--- src/design/twdl_pkg.sv ---
package twdl_pkg;

	// butterfly lanes per beat
	localparam int NUM_LANES = 5;
	localparam int W_TW      = 12;
	localparam int W_COEF    = 16;
	localparam int COEF_FRAC = 14;
	// 256 points per turn
	localparam int W_PHASE   = 8;

	localparam real PI = 3.14159265358979323846;

	typedef enum logic [2:0] {
		RADIX_2 = 3'd2,
		RADIX_3 = 3'd3,
		RADIX_4 = 3'd4,
		RADIX_5 = 3'd5
	} radix_e;

	typedef struct packed {
		logic signed [W_COEF-1:0] re;
		logic signed [W_COEF-1:0] im;
	} tw_coef_t;

	typedef struct packed {
		logic                           valid;
		logic [W_TW-1:0]                den;
		logic [NUM_LANES-1:0][W_TW-1:0] num;
	} tw_index_t;

	// cos(2*pi*p/256) scaled by 2^14, rounded half up
	function automatic logic signed [W_COEF-1:0] cos_q14(input logic [W_PHASE-1:0] p);
		real ang;
		real val;
		ang = 2.0 * PI * real'(p) / real'(1 << W_PHASE);
		val = $cos(ang) * real'(1 << COEF_FRAC);
		return W_COEF'($rtoi($floor(val + 0.5)));
	endfunction

endpackage

--- src/design/twdl_coeff_gen.sv ---
`timescale 1ns/100ps

module twdl_coeff_gen import twdl_pkg::*; (
	input  logic      clk,
	input  logic      rst_n,
	input  tw_index_t idx,
	output tw_coef_t  coef [NUM_LANES],
	output logic      coef_val
);

	localparam int                 N_POINTS = 1 << W_PHASE;
	localparam logic [W_PHASE-1:0] QUARTER  = W_PHASE'(N_POINTS / 4);

	logic [W_PHASE-1:0]       phase [NUM_LANES];
	logic [W_PHASE-1:0]       val_sr;
	logic signed [W_COEF-1:0] cos_rom [N_POINTS];

	// cosine table, constant after elaboration
	for (genvar p = 0; p < N_POINTS; p++) begin : g_rom
		assign cos_rom[p] = cos_q14(W_PHASE'(p));
	end

	for (genvar i = 0; i < NUM_LANES; i++) begin : g_lane
		twdl_phase_divider i_div (
			.clk   (clk),
			.rst_n (rst_n),
			.num   (idx.num[i]),
			.den   (idx.den),
			.phase (phase[i])
		);

		// -sin(x) is -cos(x - quarter turn)
		always_ff @(posedge clk) begin
			if (!rst_n) begin
				coef[i] <= '0;
			end else begin
				coef[i].re <= cos_rom[phase[i]];
				coef[i].im <= -cos_rom[phase[i] - QUARTER];
			end
		end
	end

	// valid follows the divider depth, then the table register
	always_ff @(posedge clk) begin
		if (!rst_n) begin
			val_sr   <= '0;
			coef_val <= 1'b0;
		end else begin
			val_sr   <= {val_sr[W_PHASE-2:0], idx.valid};
			coef_val <= val_sr[W_PHASE-1];
		end
	end

endmodule

--- src/design/twdl_phase_divider.sv ---
`timescale 1ns/100ps

module twdl_phase_divider import twdl_pkg::*; (
	input  logic               clk,
	input  logic               rst_n,
	input  logic [W_TW-1:0]    num,
	input  logic [W_TW-1:0]    den,
	output logic [W_PHASE-1:0] phase
);

	// remainder and divisor ride along with the partial quotient
	logic [W_TW-1:0]    rem_q [W_PHASE-1];
	logic [W_TW-1:0]    den_q [W_PHASE-1];
	logic [W_PHASE-1:0] quo_q [W_PHASE];

	// one restoring step, returns {quotient bit, remainder}
	function automatic logic [W_TW:0] div_step(input logic [W_TW-1:0] r,
			input logic [W_TW-1:0] d);
		logic [W_TW:0] r2;
		r2 = {r, 1'b0};
		if (r2 >= {1'b0, d})
			return {1'b1, W_TW'(r2 - {1'b0, d})};
		return {1'b0, r2[W_TW-1:0]};
	endfunction

	for (genvar s = 0; s < W_PHASE; s++) begin : g_stage
		logic [W_TW-1:0]    rem_in;
		logic [W_TW-1:0]    den_in;
		logic [W_PHASE-1:0] quo_in;
		logic [W_TW:0]      step;

		if (s == 0) begin : g_first
			assign rem_in = num;
			assign den_in = den;
			assign quo_in = '0;
		end else begin : g_next
			assign rem_in = rem_q[s-1];
			assign den_in = den_q[s-1];
			assign quo_in = quo_q[s-1];
		end

		assign step = div_step(rem_in, den_in);

		always_ff @(posedge clk) begin
			if (!rst_n)
				quo_q[s] <= '0;
			else
				quo_q[s] <= {quo_in[W_PHASE-2:0], step[W_TW]};
		end

		// last stage keeps only the quotient
		if (s < W_PHASE - 1) begin : g_carry
			always_ff @(posedge clk) begin
				if (!rst_n) begin
					rem_q[s] <= '0;
					den_q[s] <= '0;
				end else begin
					rem_q[s] <= step[W_TW-1:0];
					den_q[s] <= den_in;
				end
			end
		end
	end

	assign phase = quo_q[W_PHASE-1];

	// a nonzero index needs a frame denominator behind it
	assert property (@(posedge clk) disable iff (!rst_n) (num != '0) |-> (den != '0));

endmodule

--- config.mk ---
export PLATFORM = sky130hd
export DESIGN_NAME = twdl_coeff_gen
export DESIGN_NICKNAME = d
export VERILOG_FILES = /design/src/design/twdl_pkg.sv /design/src/design/twdl_coeff_gen.sv /design/src/design/twdl_phase_divider.sv
export SDC_FILE = /design/constraint.sdc
export NUM_CORES = 2
export LEC_CHECK = 0
export CORE_UTILIZATION = 55
export DETAILED_ROUTE_END_ITERATION = 16
export DONT_BUFFER_PORTS = 1
export GPL_TIMING_DRIVEN = 1
export PLACE_DENSITY_LB_ADDON = 0.05
export SLEW_MARGIN = 20
export SYNTH_ARGS = -nofsm -noshare
export SYNTH_HDL_FRONTEND = slang
export SYNTH_SLANG_ARGS = --single-unit
--- constraint.sdc ---
create_clock -name clk -period 5.6 [get_ports clk]
set_input_delay 1.12 -clock clk [delete_from_list [all_inputs] [get_ports clk]]
set_output_delay 1.12 -clock clk [all_outputs]
set_load 0.01 [all_outputs]
# Yosys cells after proc, flatten, opt, wreduce, memory -nomap -nowiden
# Memory sizes are Yosys's and may differ from the RTL's. A register that Yosys moved wholly into a read port is not among the register bits.
# Cells that the tools add are included.
# classes
n_addsub	50
n_lt_le_gt_ge	45
reduce_logical	5
bitwise	120
mux	242
# ops
operator	n
2-to-1 mux 13 bit	80
2-to-1 mux 12 bit	70
greater-or-equal comparator 13 x 12 -> 1 bit	40
subtractor 12 bit	40
2-to-1 mux 8 bit	40
2-to-1 mux 16 bit	10
OR 1 bit	110
inverter 8 -> 9 bit	10
negator 16 bit	5
greater-or-equal comparator 9 bit (second input constant)	5
2-to-1 mux 1 bit	42
subtractor 8 x 7 -> 8 bit (second input constant)	5
logical NOT 1 bit	5
# word_totals
regBits	89
mem_bits_rw	1160
input_bits	75
romBits	40960
output_inout_bits	161
memories	25
# mem_list
memory	words	width	rd	rd_clocked_by_memory_dff	write_ports	line	source
(no name shown)	256	16	1	0	0	twdl_coeff_gen.sv:38	coef[i].im <= -cos_rom[phase[i] - QUARTER];
(no name shown)	256	16	1	1	0	twdl_coeff_gen.sv:37	coef[i].re <= cos_rom[phase[i]];
(no name shown)	256	16	1	0	0	twdl_coeff_gen.sv:38	
(no name shown)	256	16	1	1	0	twdl_coeff_gen.sv:37	
(no name shown)	256	16	1	0	0	twdl_coeff_gen.sv:38	
(no name shown)	256	16	1	1	0	twdl_coeff_gen.sv:37	
19 more memories	--	--	--	--	--	--	

# Longest topological paths before layout
# An unclocked memory read counts as a cell.
# logic_depth
depth_word	7
depth_mapped	21
depth_no_buf	16

# Hierarchy
# A second synthesis with hierarchy kept.
# unflattened
hier_cells	10021
hier_area_um2	80160.6
# by_module_without_submodules
module	area_per_inst_um2	cells_each	seq_area_each_um2	n_inst
twdl_phase_divider at g_lane[0].i_div ...	10133.5	1153	4083.9	4
twdl_coeff_gen	29435.7	4278	3383.2	1
twdl_phase_divider at g_lane[4].i_div	10191.0	1131	4083.9	1

# Worst setup path after synthesis
# Ideal clock, no wire load.
# synth_timing
path_kind	register to register
from	memory g_lane[0].i_div.quo_q[7][1], in the netlist g_lane[0].i_div.quo_q[1][25]
to	register coef[142] (netlist bit)
t_required_ns	5.530
arrival_time_ns	4.250
slack_ns	1.280
stages_incl_launch_ff	19
n_path_buf	4
path_cell_list	dfxtp_1 > clkbuf_1 > clkbuf_1 > inv_1 > ha_1 > buf_2 > clkbuf_1 > mux2i_1 > a2111oi_0 > a31oi_1 > a211oi_1 > nand2_1 > a21oi_1 > ha_1 > o311ai_0 > a21oi_2 > o211ai_1 > or3_1 > a21oi_1
# synth_rtl
element	line	source
from (decl)	twdl_phase_divider.sv:14	logic [W_PHASE-1:0] quo_q [W_PHASE];
to (decl)	twdl_coeff_gen.sv:7	output tw_coef_t coef [NUM_LANES],

==> results.json <==
{
  "synth-seq-cells": 853,
  "wire_per_inst_um": 27.2,
  "synth-edff-count": 0,
  "viasPerCell": 6.96,
  "cts_made_buffers": 91,
  "status": "complete, no violations",
  "ys_types": 100,
  "finalCriticalPeriod_ps": 4940,
  "pre_cts_slack_ps": 871,
  "synth_flop_cell": "dfxtp_1",
  "grt_max_degree": 233,
  "cts_buffer_depth": 3,
  "worstSetupPathType": "register to register",
  "synth_fp_nets": 9625,
  "cts_tree": "built",
  "start_kind": "register",
  "syn_to_final_growth_pct": 5.85,
  "maxCapViolCount": 0,
  "synthesis.area_mm2": 0.0699,
  "port_buffers": 0,
  "nets": 9297,
  "antenna_found_initial": 10,
  "grt_pass1_vias": 67400,
  "cts_root_buf": "clkbuf_16",
  "io-pin-count": 236,
  "syn_avg_cell_area_um2": 7.81,
  "clkTransAtPathRegs_ps": 60,
  "postRouteAntennaNets": 0,
  "vias": 72000,
  "setup-tns-final_ps": 0,
  "fin_hold_ws_ps": 419,
  "period_share_pct": 88.1,
  "cp.arrival_ps": 5600,
  "powerDensity_mw_per_mm2": 516,
  "finalSetupViolCount": 0,
  "slew_headroom_pct": 23.8,
  "h-tree-depth": 3,
  "yosysSeqAreaShare_pct": 24.4,
  "die_h_um": 358,
  "grt_usage_pct": 42.0,
  "drt-total-wl_um": 281000,
  "rsz0062_at_grt": "false",
  "core_area_mm2": 0.126,
  "drc": 0,
  "place_inst": 10200,
  "drt_iter0_drc": 9708,
  "die_area_mm2": 0.128,
  "yosysWarnings": 0,
  "cts_hold_buf": 0,
  "cts_repair_resize_count": 0,
  "holdCritPathClass": "register to register",
  "post_cts_buffers": 0,
  "finalWorstSetupSlack_ps": 665,
  "vdd_ir_drop_max_v": 0.000394,
  "place.gp.congestion": 1.07,
  "final_core_util_pct": 58.7,
  "clk_latency_ps": 730,
  "grt_pass1_wl_um": 418000,
  "final_hold_viol_count": 0,
  "async_flop_share_pct": 0,
  "cts.sinks": 853,
  "p_leak_uw": 0.0296,
  "dp.final_hpwl_um": 205000,
  "cp_max_fo": 15,
  "worstPathRequired_ps": 6270,
  "crit_path_end_kind": "register",
  "final_cells": 10300,
  "dr.pass1.iters": 10,
  "placementRows": 130,
  "worstMarginPinSlew_ps": 1140,
  "overflow": 0,
  "start_util_pct": 55.5,
  "final-max-slew-violation-count": 0,
  "synth_cells": 8943,
  "die-width_um": 358,
  "fin_skew_ps": 54.9,
  "drive_above_1_share_pct": 6.92,
  "fmax_mhz": 203
}
[registers in the layout, summed over array words and instances (netlist names)]
signal	cells
g_lane.i_div.rem_q	420
g_lane.i_div.quo_q	180
coef	160
g_lane.i_div.den_q	84
val_sr	8
coef_val	1
[power by group]
| group | leakage (uW) | internal, uW | total [uW] | switching [uW] |
|---|---|---|---|---|
| Combinational | 0.0210 | 8830 | 23000 | 14200 |
| Clock | 0.00153 | 3560 | 6260 | 2700 |
| Sequential | 0.00704 | 7590 | 8920 | 1340 |
[final cells by class]
class | instances | area (um2)
Antenna cell | 1 | 2.50
Clock buffer | 124 | 2580
Clock inverter | 44 | 543
Fill cell | 11500 | 51900
Inverter | 280 | 1060
Multi-Input combinational cell | 7197 | 49000
Sequential cell | 853 | 17100
Tap cell | 1650 | 2060
Timing Repair Buffer | 192 | 1580
[worst max-delay path: stages (launching register included)]
cell       delay [ps]
dfxtp_1           450
inv_1             310
ha_1              600
inv_1             190
ha_1              280
or2_2             280
a21oi_1           280
o21ai_0           140
a2111oi_0         580
nor3_1            270
a221oi_2          600
nand4_1           280
or4_1             560
nand2_1           100
[cell usage in the layout, fill, tap and decap left out, types with 52 or more instances in the layout]
cell type	netlist	layout
nand2_1	484	484
or3_1	106	106
nor2_1	961	961
o21ai_0	518	518
a21o_1	144	144
mux2i_1	336	336
or2_2	91	91
and2_1	220	220
xnor2_1	185	185
o31ai_1	149	149
nor4_1	73	73
dfxtp_1	853	828
a21oi_1	635	635
a211o_1	62	62
a311oi_1	60	60
a211oi_1	202	202
nand2b_1	220	220
o211ai_1	77	77
inv_1	267	266
a31oi_1	125	125
nand4_1	88	88
clkbuf_16	0	91
ha_1	572	571
a21boi_0	52	52
buf_4	30	181
nor3_1	237	237
nand3_1	262	262
xor2_1	90	90
o21a_1	84	84
nor2b_1	287	287
[synthesized netlist by cell type (41+ instances only)]
| library cell | count | area, um2 |
|---|---|---|
| nor3b_1 | 51 | 383 |
| a21boi_0 | 52 | 390 |
| a31oi_1 | 125 | 782 |
| a21oi_1 | 635 | 3180 |
| nand2_1 | 484 | 1820 |
| o21a_1 | 84 | 631 |
| ha_1 | 572 | 7160 |
| a211oi_1 | 202 | 1520 |
| o31ai_1 | 149 | 1120 |
| clkbuf_1 | 331 | 1240 |
| dfxtp_1 | 853 | 17100 |
| nor2_1 | 961 | 3610 |
| or3_1 | 106 | 663 |
| buf_1 | 82 | 308 |
| inv_1 | 267 | 1000 |
| o21ai_0 | 518 | 2590 |
| nor4_1 | 73 | 457 |
| xor2_1 | 90 | 788 |
| a211o_1 | 62 | 543 |
| o22ai_1 | 41 | 257 |
| a221oi_1 | 51 | 447 |
| or2_2 | 91 | 569 |
| o211ai_1 | 77 | 578 |
| o221ai_1 | 42 | 368 |
| xnor2_1 | 185 | 1620 |
| nand3_1 | 262 | 1310 |
| mux2_2 | 49 | 552 |
| nor2b_1 | 287 | 1800 |
| and2_1 | 220 | 1380 |
| or4_1 | 43 | 323 |
| buf_2 | 154 | 771 |
| nor3_1 | 237 | 1190 |
| o311ai_0 | 49 | 429 |
| mux2i_1 | 336 | 3360 |
| a311oi_1 | 60 | 526 |
| nand2b_1 | 220 | 1380 |
| nand4_1 | 88 | 551 |
| a21o_1 | 144 | 1080 |
[cells by family (layout without fill, tap and decap cells)]
logic type | Yosys count | in the layout | synth area share, %
simple gates | 3236 | 3236 | 23.4
compound gates | 2669 | 2669 | 25.7
buf+inv | 893 | 640 | 5.44
flops | 853 | 853 | 24.4
fa+ha+maj | 607 | 607 | 11.2
mux | 410 | 410 | 6.41
xor+xnor | 275 | 275 | 3.45
other cells | 0 | 1 | 0
[path summary, 6_finish.rpt]
check | cells after the start | from | to | slack, ps
max | 13 | g_lane[2].i_div.quo_q[1][25] | coef[78] | 660
min reg2reg | 1 | g_lane[1].i_div.quo_q[1][18] | g_lane[1].i_div.quo_q[1][27] | 420
min | 1 | g_lane[1].i_div.quo_q[1][18] | g_lane[1].i_div.quo_q[1][27] | 420
max reg2reg | 13 | g_lane[2].i_div.quo_q[1][25] | coef[78] | 660
[stage by stage]
step                      total power (uW)  area, um2
after global placement               30700      70800
after detailed placement             31000      70800
final                                38200      74000
after CTS                            37300      74000
after floorplan                      24800      69900
after global routing                 40200      74000
[routing by layer]
| layer | track usage [%] | wire length, um |
|---|---|---|
| met1 | 54.3 | 112000 |
| met2 | 64.4 | 120000 |
| met3 | 10.6 | 32300 |
| met4 | 21.6 | 16700 |
| met5 | 0 | 68 |
Note: power is estimated with default switching activity, not from simulation.
