`config.mk`:
```
export PLATFORM = sky130hd
export DESIGN_NAME = twdl_phase_counter
export DESIGN_NICKNAME = d
export VERILOG_FILES = /design/src/design/twdl_pkg.sv /design/src/design/twdl_phase_counter.sv
export SDC_FILE = /design/constraint.sdc
export NUM_CORES = 1
export LEC_CHECK = 0
export BUFFER_PORTS_ARGS = -buffer_cell sky130_fd_sc_hd__buf_2
export CAP_MARGIN = 5
export CORE_MARGIN = 10
export CORE_UTILIZATION = 45
export CTS_CLUSTER_SIZE = 40
export DETAILED_ROUTE_END_ITERATION = 6
export PLACE_DENSITY = 0.65
export SLEW_MARGIN = 40
export SYNTH_ARGS = -nofsm -noshare
export SYNTH_HDL_FRONTEND = slang
export SYNTH_SLANG_ARGS = --single-unit
```
`constraint.sdc`:
```
create_clock -name clk -period 5.58 [get_ports clk]
set_clock_uncertainty 0.1 [all_clocks]
set_input_delay 1.116 -clock clk [delete_from_list [all_inputs] [get_ports clk]]
set_output_delay 1.116 -clock clk [all_outputs]
set_load 0.03 [all_outputs]
```
`src/design/twdl_pkg.sv`:
```
package twdl_pkg;

	// butterfly lanes per beat
	localparam int NUM_LANES = 5;
	localparam int W_TW      = 12;
	localparam int W_COEF    = 16;
	localparam int COEF_FRAC = 14;
	// 256 points per turn
	localparam int W_PHASE   = 8;

	localparam real PI = 3.14159265358979323846;

	typedef enum logic [2:0] {
		RADIX_2 = 3'd2,
		RADIX_3 = 3'd3,
		RADIX_4 = 3'd4,
		RADIX_5 = 3'd5
	} radix_e;

	typedef struct packed {
		logic signed [W_COEF-1:0] re;
		logic signed [W_COEF-1:0] im;
	} tw_coef_t;

	typedef struct packed {
		logic                           valid;
		logic [W_TW-1:0]                den;
		logic [NUM_LANES-1:0][W_TW-1:0] num;
	} tw_index_t;

	// cos(2*pi*p/256) scaled by 2^14, rounded half up
	function automatic logic signed [W_COEF-1:0] cos_q14(input logic [W_PHASE-1:0] p);
		real ang;
		real val;
		ang = 2.0 * PI * real'(p) / real'(1 << W_PHASE);
		val = $cos(ang) * real'(1 << COEF_FRAC);
		return W_COEF'($rtoi($floor(val + 0.5)));
	endfunction

endpackage

```
`src/design/twdl_phase_counter.sv`:
```
`timescale 1ns/100ps

module twdl_phase_counter import twdl_pkg::*; (
	input  logic            clk,
	input  logic            rst_n,
	input  logic            in_val,
	input  logic            sof,
	input  radix_e          radix,
	input  logic [W_TW-1:0] den,
	output tw_index_t       idx
);

	// per lane (i*k) mod den
	logic [W_TW-1:0]                acc [NUM_LANES];
	radix_e                         radix_q;
	logic [W_TW-1:0]                den_q;
	radix_e                         radix_cur;
	logic [W_TW-1:0]                den_cur;
	logic [NUM_LANES-1:0][W_TW-1:0] num_cur;

	// add the lane step, wrap once at den
	function automatic logic [W_TW-1:0] next_acc(input logic [W_TW-1:0] a, input int step,
			input logic [W_TW-1:0] d);
		logic [W_TW:0] sum;
		sum = {1'b0, a} + (W_TW+1)'(step);
		if (sum >= {1'b0, d})
			sum = sum - {1'b0, d};
		return sum[W_TW-1:0];
	endfunction

	// frame start takes the new settings on its own beat
	assign radix_cur = sof ? radix : radix_q;
	assign den_cur   = sof ? den : den_q;

	always_comb begin
		for (int i = 0; i < NUM_LANES; i++) begin
			// idle lanes and k=0 both give twiddle 1
			if (sof || i >= int'(radix_cur))
				num_cur[i] = '0;
			else
				num_cur[i] = acc[i];
		end
	end

	always_ff @(posedge clk) begin
		if (!rst_n) begin
			radix_q <= RADIX_2;
			den_q   <= '0;
			for (int i = 0; i < NUM_LANES; i++)
				acc[i] <= '0;
		end else if (in_val) begin
			if (sof) begin
				radix_q <= radix;
				den_q   <= den;
			end
			for (int i = 0; i < NUM_LANES; i++)
				acc[i] <= next_acc(sof ? '0 : acc[i], i, den_cur);
		end
	end

	always_ff @(posedge clk) begin
		if (!rst_n) begin
			idx <= '0;
		end else begin
			idx.valid <= in_val;
			idx.den   <= den_cur;
			idx.num   <= num_cur;
		end
	end

	for (genvar g = 0; g < NUM_LANES; g++) begin : g_chk
		assert property (@(posedge clk) disable iff (!rst_n)
			idx.valid |-> idx.num[g] < idx.den);
	end

endmodule

```
* Word level (Yosys, flattened, before mapping)
Memory sizes are Yosys's and may differ from the RTL's.
Index checks and enable logic that the tools add are counted.
** Cells by class
- Magnitude comparators :: 10
- Multiply operators :: 0
- Bitwise gates (word level) :: 6
- Shift operators :: 0
- Reduce and logical (&&, ||, !) cells :: 10
- Multiplexer cells :: 31
- Div/mod/pow operators :: 0
- Equality and inequality tests :: 0
- $add $sub $neg :: 9
** Operator list (count)
- $mux W12 :: 26
- $sub A12 B12 Y12 :: 5
- $ge A13 B12 Y1 :: 4
- $add A12 B2 Y13 const B :: 2
- $add A12 B1 Y13 const B :: 1
- $add A12 B3 Y13 const B :: 1
- $ge A12 B12 Y1 :: 1
- $reduce_or A2 Y1 :: 5
- $ge A1 B3 Y1 const A :: 2
- $ge A2 B3 Y1 const A :: 2
- $logic_or A1 B1 Y1 :: 5
- $or A1 B1 Y1 :: 5
- $mux W1 :: 4
- $ge A3 B3 Y1 const A :: 1
- $mux W3 :: 1
- $not A1 Y1 :: 1
** Word-level totals
- Memories kept :: 1
- Memory bits (writable) :: 60
- Latch bits :: 0
- Output and inout bits :: 73
- Bits in registers :: 88
- ROM bits :: 0
- Input bits :: 19
- Word-level logic and storage cells :: 76
** Memory list
- acc :: words 5, bits a word 12, rd ports 5, clocked after Yosys merged registers in 0, wr ports 5, line twdl_phase_counter.sv:14 : logic [W_TW-1:0] acc [NUM_LANES];

* Depth between registers and ports, before layout
Gate-level depths: netlist of run 1.
An unclocked memory read counts as a cell.
- Word-level depth :: 8
- Depth in mapped cells :: 19
- Depth with buffers taken out :: 16

* Least setup slack after synthesis of run 1
No wires, ideal clock.
- Path type :: input port to flip-flop
- From :: in sof
- To :: mem acc[0][11] (data pin)
- Setup slack :: 0.503 ns
- Data required time :: 5.214 ns
- Stages on the path :: 13
- Path buffers :: 3
- Arrival time :: 4.711 ns
- Setup time :: 0.266 ns
- Path through :: buf_2 -> buf_1 -> mux2i_1 -> inv_1 -> fa_1 -> nand2b_1 -> a21oi_1 -> a41o_1 -> a41oi_1 -> a21oi_2 -> buf_2 -> mux2i_1 -> nor2_1
** RTL lines
- start, declared :: line twdl_phase_counter.sv:7 : input logic sof,
- end, declared :: line twdl_phase_counter.sv:14

==> results of run 1 <==
area by class of cell:
cell class	instances	area (um^2)
fill	1786	9230
multi-input combinational	746	5260
sequential	148	3560
timing repair buffer	114	628
clock buffer	27	557
tap	265	332
inverter	30	113
clock inverter	5	33.8
antenna	1	2.50
cells by family after synthesis:
| kind of cell | count (synthesis) | share of synthesized area, % |
|---|---|---|
| multiplexers | 56 | 6.20 |
| AO/OA/AOI/OAI | 188 | 14.3 |
| AND/OR/NAND/NOR | 364 | 20.6 |
| buffers and inverters | 69 | 3.30 |
| XOR/XNOR | 70 | 6.73 |
| flip-flops | 148 | 39.1 |
| adder cells (fa/ha/maj) | 68 | 9.75 |
per-stage QoR:
stage / instance area, um^2 / worst slack [ps] / hold WS (ps)
floorplan: 9110 / 503 / 339
global placement: 9880 / 618 / 360
detailed placement: 9890 / 616 / 366
CTS: 10500 / 1020 / 380
global route: 10500 / 674 / 397
finish: 10500 / 992 / 378
cells in the mapped netlist (all sizes together) (2+ instances only):
master    n  area share (%)
nor2     99             4.1
dfxtp    88              19
ha       63             8.7
edfxtp   60              20
nor2b    59             4.1
nand2    57             2.3
a21oi    54             3.1
mux2i    53             5.8
xnor2    46             4.4
and2     38             2.6
inv      30             1.2
clkbuf   27             1.1
nand3    27             1.5
o21ai    27             1.5
xor2     24             2.3
o21a     22             1.8
and3     15             1.0
o211a    15             1.6
nor3     14            0.77
a211oi   13             1.1
nand2b   13            0.89
buf      12            0.95
nand4    12            0.89
or3      12            0.82
a21o      8            0.66
nor4      7            0.65
o31a      6            0.58
fa        5             1.1
o211ai    5            0.41
o21bai    4            0.33
o22ai     4            0.27
or4       4            0.33
a31o      3            0.29
a31oi     3            0.21
a41oi     3            0.29
mux2      3            0.37
a21boi    2            0.16
a311o     2            0.22
a41o      2            0.22
o2111ai   2            0.19
o311ai    2            0.19
o31ai     2            0.16
state kept, by name, summed over array words and instances (netlist names):
name and flops:
idx 73, acc 60, den_q 12, radix_q 3
per-layer routing:
metal  part of all wire, %  GRT usage [%]  routed length (um)  vias up
met5                     0              0                   0        -
met4                   1.5           4.88                 355        0
met2                    46           29.0               10800      195
li1                      -              -                   -     3642
met3                   6.2           4.35                1450       25
met1                    46           23.1               10800     3431
power by group:
part / switching (uW) / total, uW / internal [uW]
clock: 451 / 1140 / 687
combinational: 463 / 795 / 331
sequential: 46.3 / 1240 / 1190
total: 961 / 3170 / 2210
path summary, 6_finish.rpt:
| kind | slack, ps | endpoint | from |
|---|---|---|---|
| setup / recovery | 990 | acc[0][36] | sof |
| hold / removal | 380 | den_q[6] | den_q[6] |
| setup reg to reg | 1410 | acc[0][36] | acc[0][36] |
| hold reg to reg | 380 | den_q[6] | den_q[6] |
==> impl_metrics.yaml, run 1 <==
outcome:
  status: "complete, no violations"
logic_synthesis:
  syn_nets: 1050
  syn-cell-area_um2: 9110
  yosysUniqueCellTypes: 68
  netlist_instances: 963
  synth_top_flop_cell: "dfxtp_1"
  ys_warn_count: 0
  ys_ff_latch: 148
  async_flop_share_pct: 0
  synth_edf_count: 60
  syn_avg_cell_area_um2: 9.46
  ys_seq_area_share_pct: 39.1
placement:
  placedCellCount: 1303
  dp_hpwl_mm: 17.1
  port_buffers: 91
  place.gp.congestion: 0.881
critical_path:
  critical-path-top-delay-family: "simple AND/OR/NAND/NOR gates"
  cp-end-kind: "register"
  cp.required_ps: 5750
  critPathBufInv: 2
  critPathLaunchType: "primary input"
  arrival_ps: 4760
  crit_chain: "buf_2, inv_1, nand4_2, or3_1, a21oi_1, ha_1, nand3_1, or4_1, o211ai_1, a311o_1, mux2_1, nor2_1"
  crit_cells: 12
  max_stage_delay_ps: 720
  path_max_fanout: 16
  crit_path_top_delay_cell: "a311o_1"
  crit_type: "primary input to register"
  r2r_cells: 11
cells_and_area:
  area_delta_synth_final_pct: 15.2
  drive_above_1_share_pct: 14.6
  utilization_pct: 53.2
  layout_commonest_cell: "nor2_1"
  nNetsFinal: 1144
  final_cell_mix: "99 x nor2_1, 91 x buf_2, 88 x dfxtp_1"
  fin_cells: 1336
sta:
  slew_headroom_pct: 47.2
  setup_tns_ps: 0
  tightest_slew_ps: 792
  setup_viol: 0
  drv_slew: 0
  rsz0062_at_grt: "false"
  max_freq_mhz: 218
  period_needed_ps: 4590
  period_share_pct: 82.2
  hold_viol_final: 0
routing:
  viasPerCell: 5.46
  wl_mm: 23.4
  vias: 7293
  drtAntennaViolNets: 0
  drt-pass1-iter-count: 5
  wl_per_cell_um: 17.5
  drcViolationCount: 0
  drtIter0Drc: 545
cts:
  cts_setup_buffers: 0
  path_clk_slew_ps: 60
  tritoncts: "done"
  cts_resized: 0
  cts_made_buffers: 17
  cts_sinks: 148
  clk-insertion-delay-late_ps: 420
  cts-hold-fix-buffers: 0
  htree_levels: 4
  cts_root_buffer: "clkbuf_16"
  clock_tree.buffer_depth: 2
floorplan:
  die_h_um: 162
  die_area_um2: 26300
  fp.dieW_um: 162
  io_pins: 92
  rows: 51
  initial_core_util_pct: 46.2
  core_um2: 19700
power:
  p_per_area_nw_per_um2: 302
  power.leakage_uw: 0.00470
  ir_worst_vdd_mv: 0.226
  power_uw: 3170
run:
  cap_viol_max_count: 0
global_route:
  grt_max_degree: 40
  antenna_found_initial: 1
  grt_pass1_vias: 7139
  grt-ovfl-total: 0
  grt_pass1_wl_mm: 37.8
  grt_usage_pct: 17.8
min_path:
  hold_path_class: "register to register"
  hold_depth: 1
No activity file was read; power rests on OpenSTA's default activity.
==> run 2: changes to the inputs <==
Settings changed: PLACE_DENSITY 0.65 to 0.67.
Clock period 5.58 ns to 4.1 ns, I/O delays scaled along.
==> run 2 against run 1 <==
  * Core utilization increased by 2.7 points
  * Critical endpoint is now acc[0][52]
  * Clock power increased by 34%
  * Via count rose by 3.8%
  * Sequential share of layout area is 1.6 points lower
  * Setup slack lost 560 ps
==> impl_metrics.yaml, run 2 (same netlist as run 1, synthesis figures left out) <==
outcome:
  status: "complete, no violations"
critical_path:
  critPathLaunchType: "primary input"
  r2r_slack_ps: 540
  crit_chain: "buf_2, inv_1, buf_12, nand2_1, inv_1, ha_1, nand2_1, nor3_2, nand3_1, xnor2_1, ha_1, buf_4, a21oi_1, a31o_2, o311a_1, buf_4, mux2i_1, nor2_1"
  cp-end-kind: "register"
  crit_path_top_delay_cell: "ha_1"
  max_stage_delay_ps: 280
  path_max_fanout: 12
  cp.required_ps: 4160
  arrival_ps: 3720
  crit_type: "primary input to register"
power:
  power.leakage_uw: 0.00501
  p_per_area_nw_per_um2: 399
  ir_worst_vdd_mv: 0.307
cts:
  cts_root_buffer: "clkbuf_16"
  tritoncts: "done"
  cts_made_buffers: 17
  cts_sinks: 148
  cts_resized: 0
  clk-insertion-delay-late_ps: 430
  cts_setup_buffers: 0
  htree_levels: 4
  clock_tree.buffer_depth: 2
  cts-hold-fix-buffers: 0
  path_clk_slew_ps: 60
placement:
  dp_hpwl_mm: 17.8
  port_buffers: 91
  place.gp.congestion: 0.958
  placedCellCount: 1363
  pre_cts_slack_ps: 10.3
routing:
  drtIter0Drc: 448
  viasPerCell: 5.43
  vias: 7573
  drt-pass1-iter-count: 5
  wl_mm: 23.7
  drtAntennaViolNets: 0
  drcViolationCount: 0
  wl_per_cell_um: 17.0
global_route:
  grt_pass1_wl_mm: 38.2
  grt_pass1_vias: 7390
  grt_max_degree: 61
  antenna_found_initial: 0
  grt_usage_pct: 18.1
  grt-ovfl-total: 0
sta:
  tightest_slew_ps: 707
  fin_ws_ps: 436
  setup_tns_ps: 0
  rsz0062_at_grt: "false"
  period_needed_ps: 3660
  drv_slew: 0
  slew_headroom_pct: 52.7
  max_freq_mhz: 273
  setup_viol: 0
  hold_viol_final: 0
  period_share_pct: 89.4
cells_and_area:
  area_delta_synth_final_pct: 20.9
  largest_reg_flops: 73
  layout_commonest_cell: "nor2_1"
  largest_register: "idx"
  fin_cells: 1395
  num_antenna_cells: 0
  nNetsFinal: 1204
  final_cell_mix: "99 x nor2_1, 91 x buf_2, 88 x dfxtp_1"
  drive_above_1_share_pct: 19.6
  largest_registers: "idx: 73 flops, acc: 60 flops, den_q: 12 flops"
floorplan:
  die_h_um: 162
  io_pins: 92
  core_um2: 19700
  die_area_um2: 26300
  rows: 51
  fp.dieW_um: 162
  initial_core_util_pct: 46.2
min_path:
  hold_path_class: "register to register"
run:
  cap_viol_max_count: 0
==> run 2: cell types whose count changed in the layout (fill, tap and decap cells not counted), moves of 2 or more <==
cell | previous run | this run
clkinv_2 | 2 | 4
clkbuf_1 | 4 | 0
buf_4 | 23 | 77
buf_12 | 0 | 6
==> run 2: per-stage QoR <==
| step | hold slack [ps] | instance area, um^2 | utilization (%) | total power, uW |
|---|---|---|---|---|
| global route | 397 | 11000 | 55.8 | 4610 |
| global placement | 353 | 10400 | 52.9 | 2870 |
| finish | 369 | 11000 | 55.8 | 4390 |
| detailed placement | 355 | 10400 | 52.9 | 2890 |
| CTS | 371 | 11000 | 55.8 | 4410 |
| floorplan | 339 | 9150 | - | 2540 |
==> run 2: worst max-delay path: cells and delay by family <==
family | cells | cell delay (ps)
adders and majority gates | 2 | 480
and+or+nand+nor | 5 | 560
muxes | 1 | 210
buffers and inverters | 6 | 850
AOI/OAI and AO/OA | 3 | 570
xor gates and xnor gates | 1 | 230
==> run 2: per-layer routing <==
metal	part of all wire, %	wire length [um]	GRT usage [%]	vias to the layer above
met5	0	0	0	-
met4	2.7	637	7.65	0
met3	6.2	1470	3.84	39
met2	48	11400	30.4	215
met1	43	10200	22.0	3556
li1	-	-	-	3763
==> run 2: path summary, 6_finish.rpt <==
kind | startpoint | end | cells past startpoint
max | sof | acc[0][52] | 18
min | acc[0][23] | idx[23] | 1
max reg2reg | acc[0][36] | acc[0][36] | 12
min reg2reg | acc[0][23] | idx[23] | 1
==> run 2: power by group <==
part	internal, uW	switching [uW]	total, uW
clock	895	634	1530
combinational	534	648	1180
sequential	1620	63.0	1680
==> run 2: final cells by class <==
type,count,area [um^2]
Fill cell,1774,8710
Inverter,30,113
Multi-Input combinational cell,746,5270
Tap cell,265,332
Clock buffer,22,517
Sequential cell,148,3560
Clock inverter,10,66.3
Timing Repair Buffer,174,1150
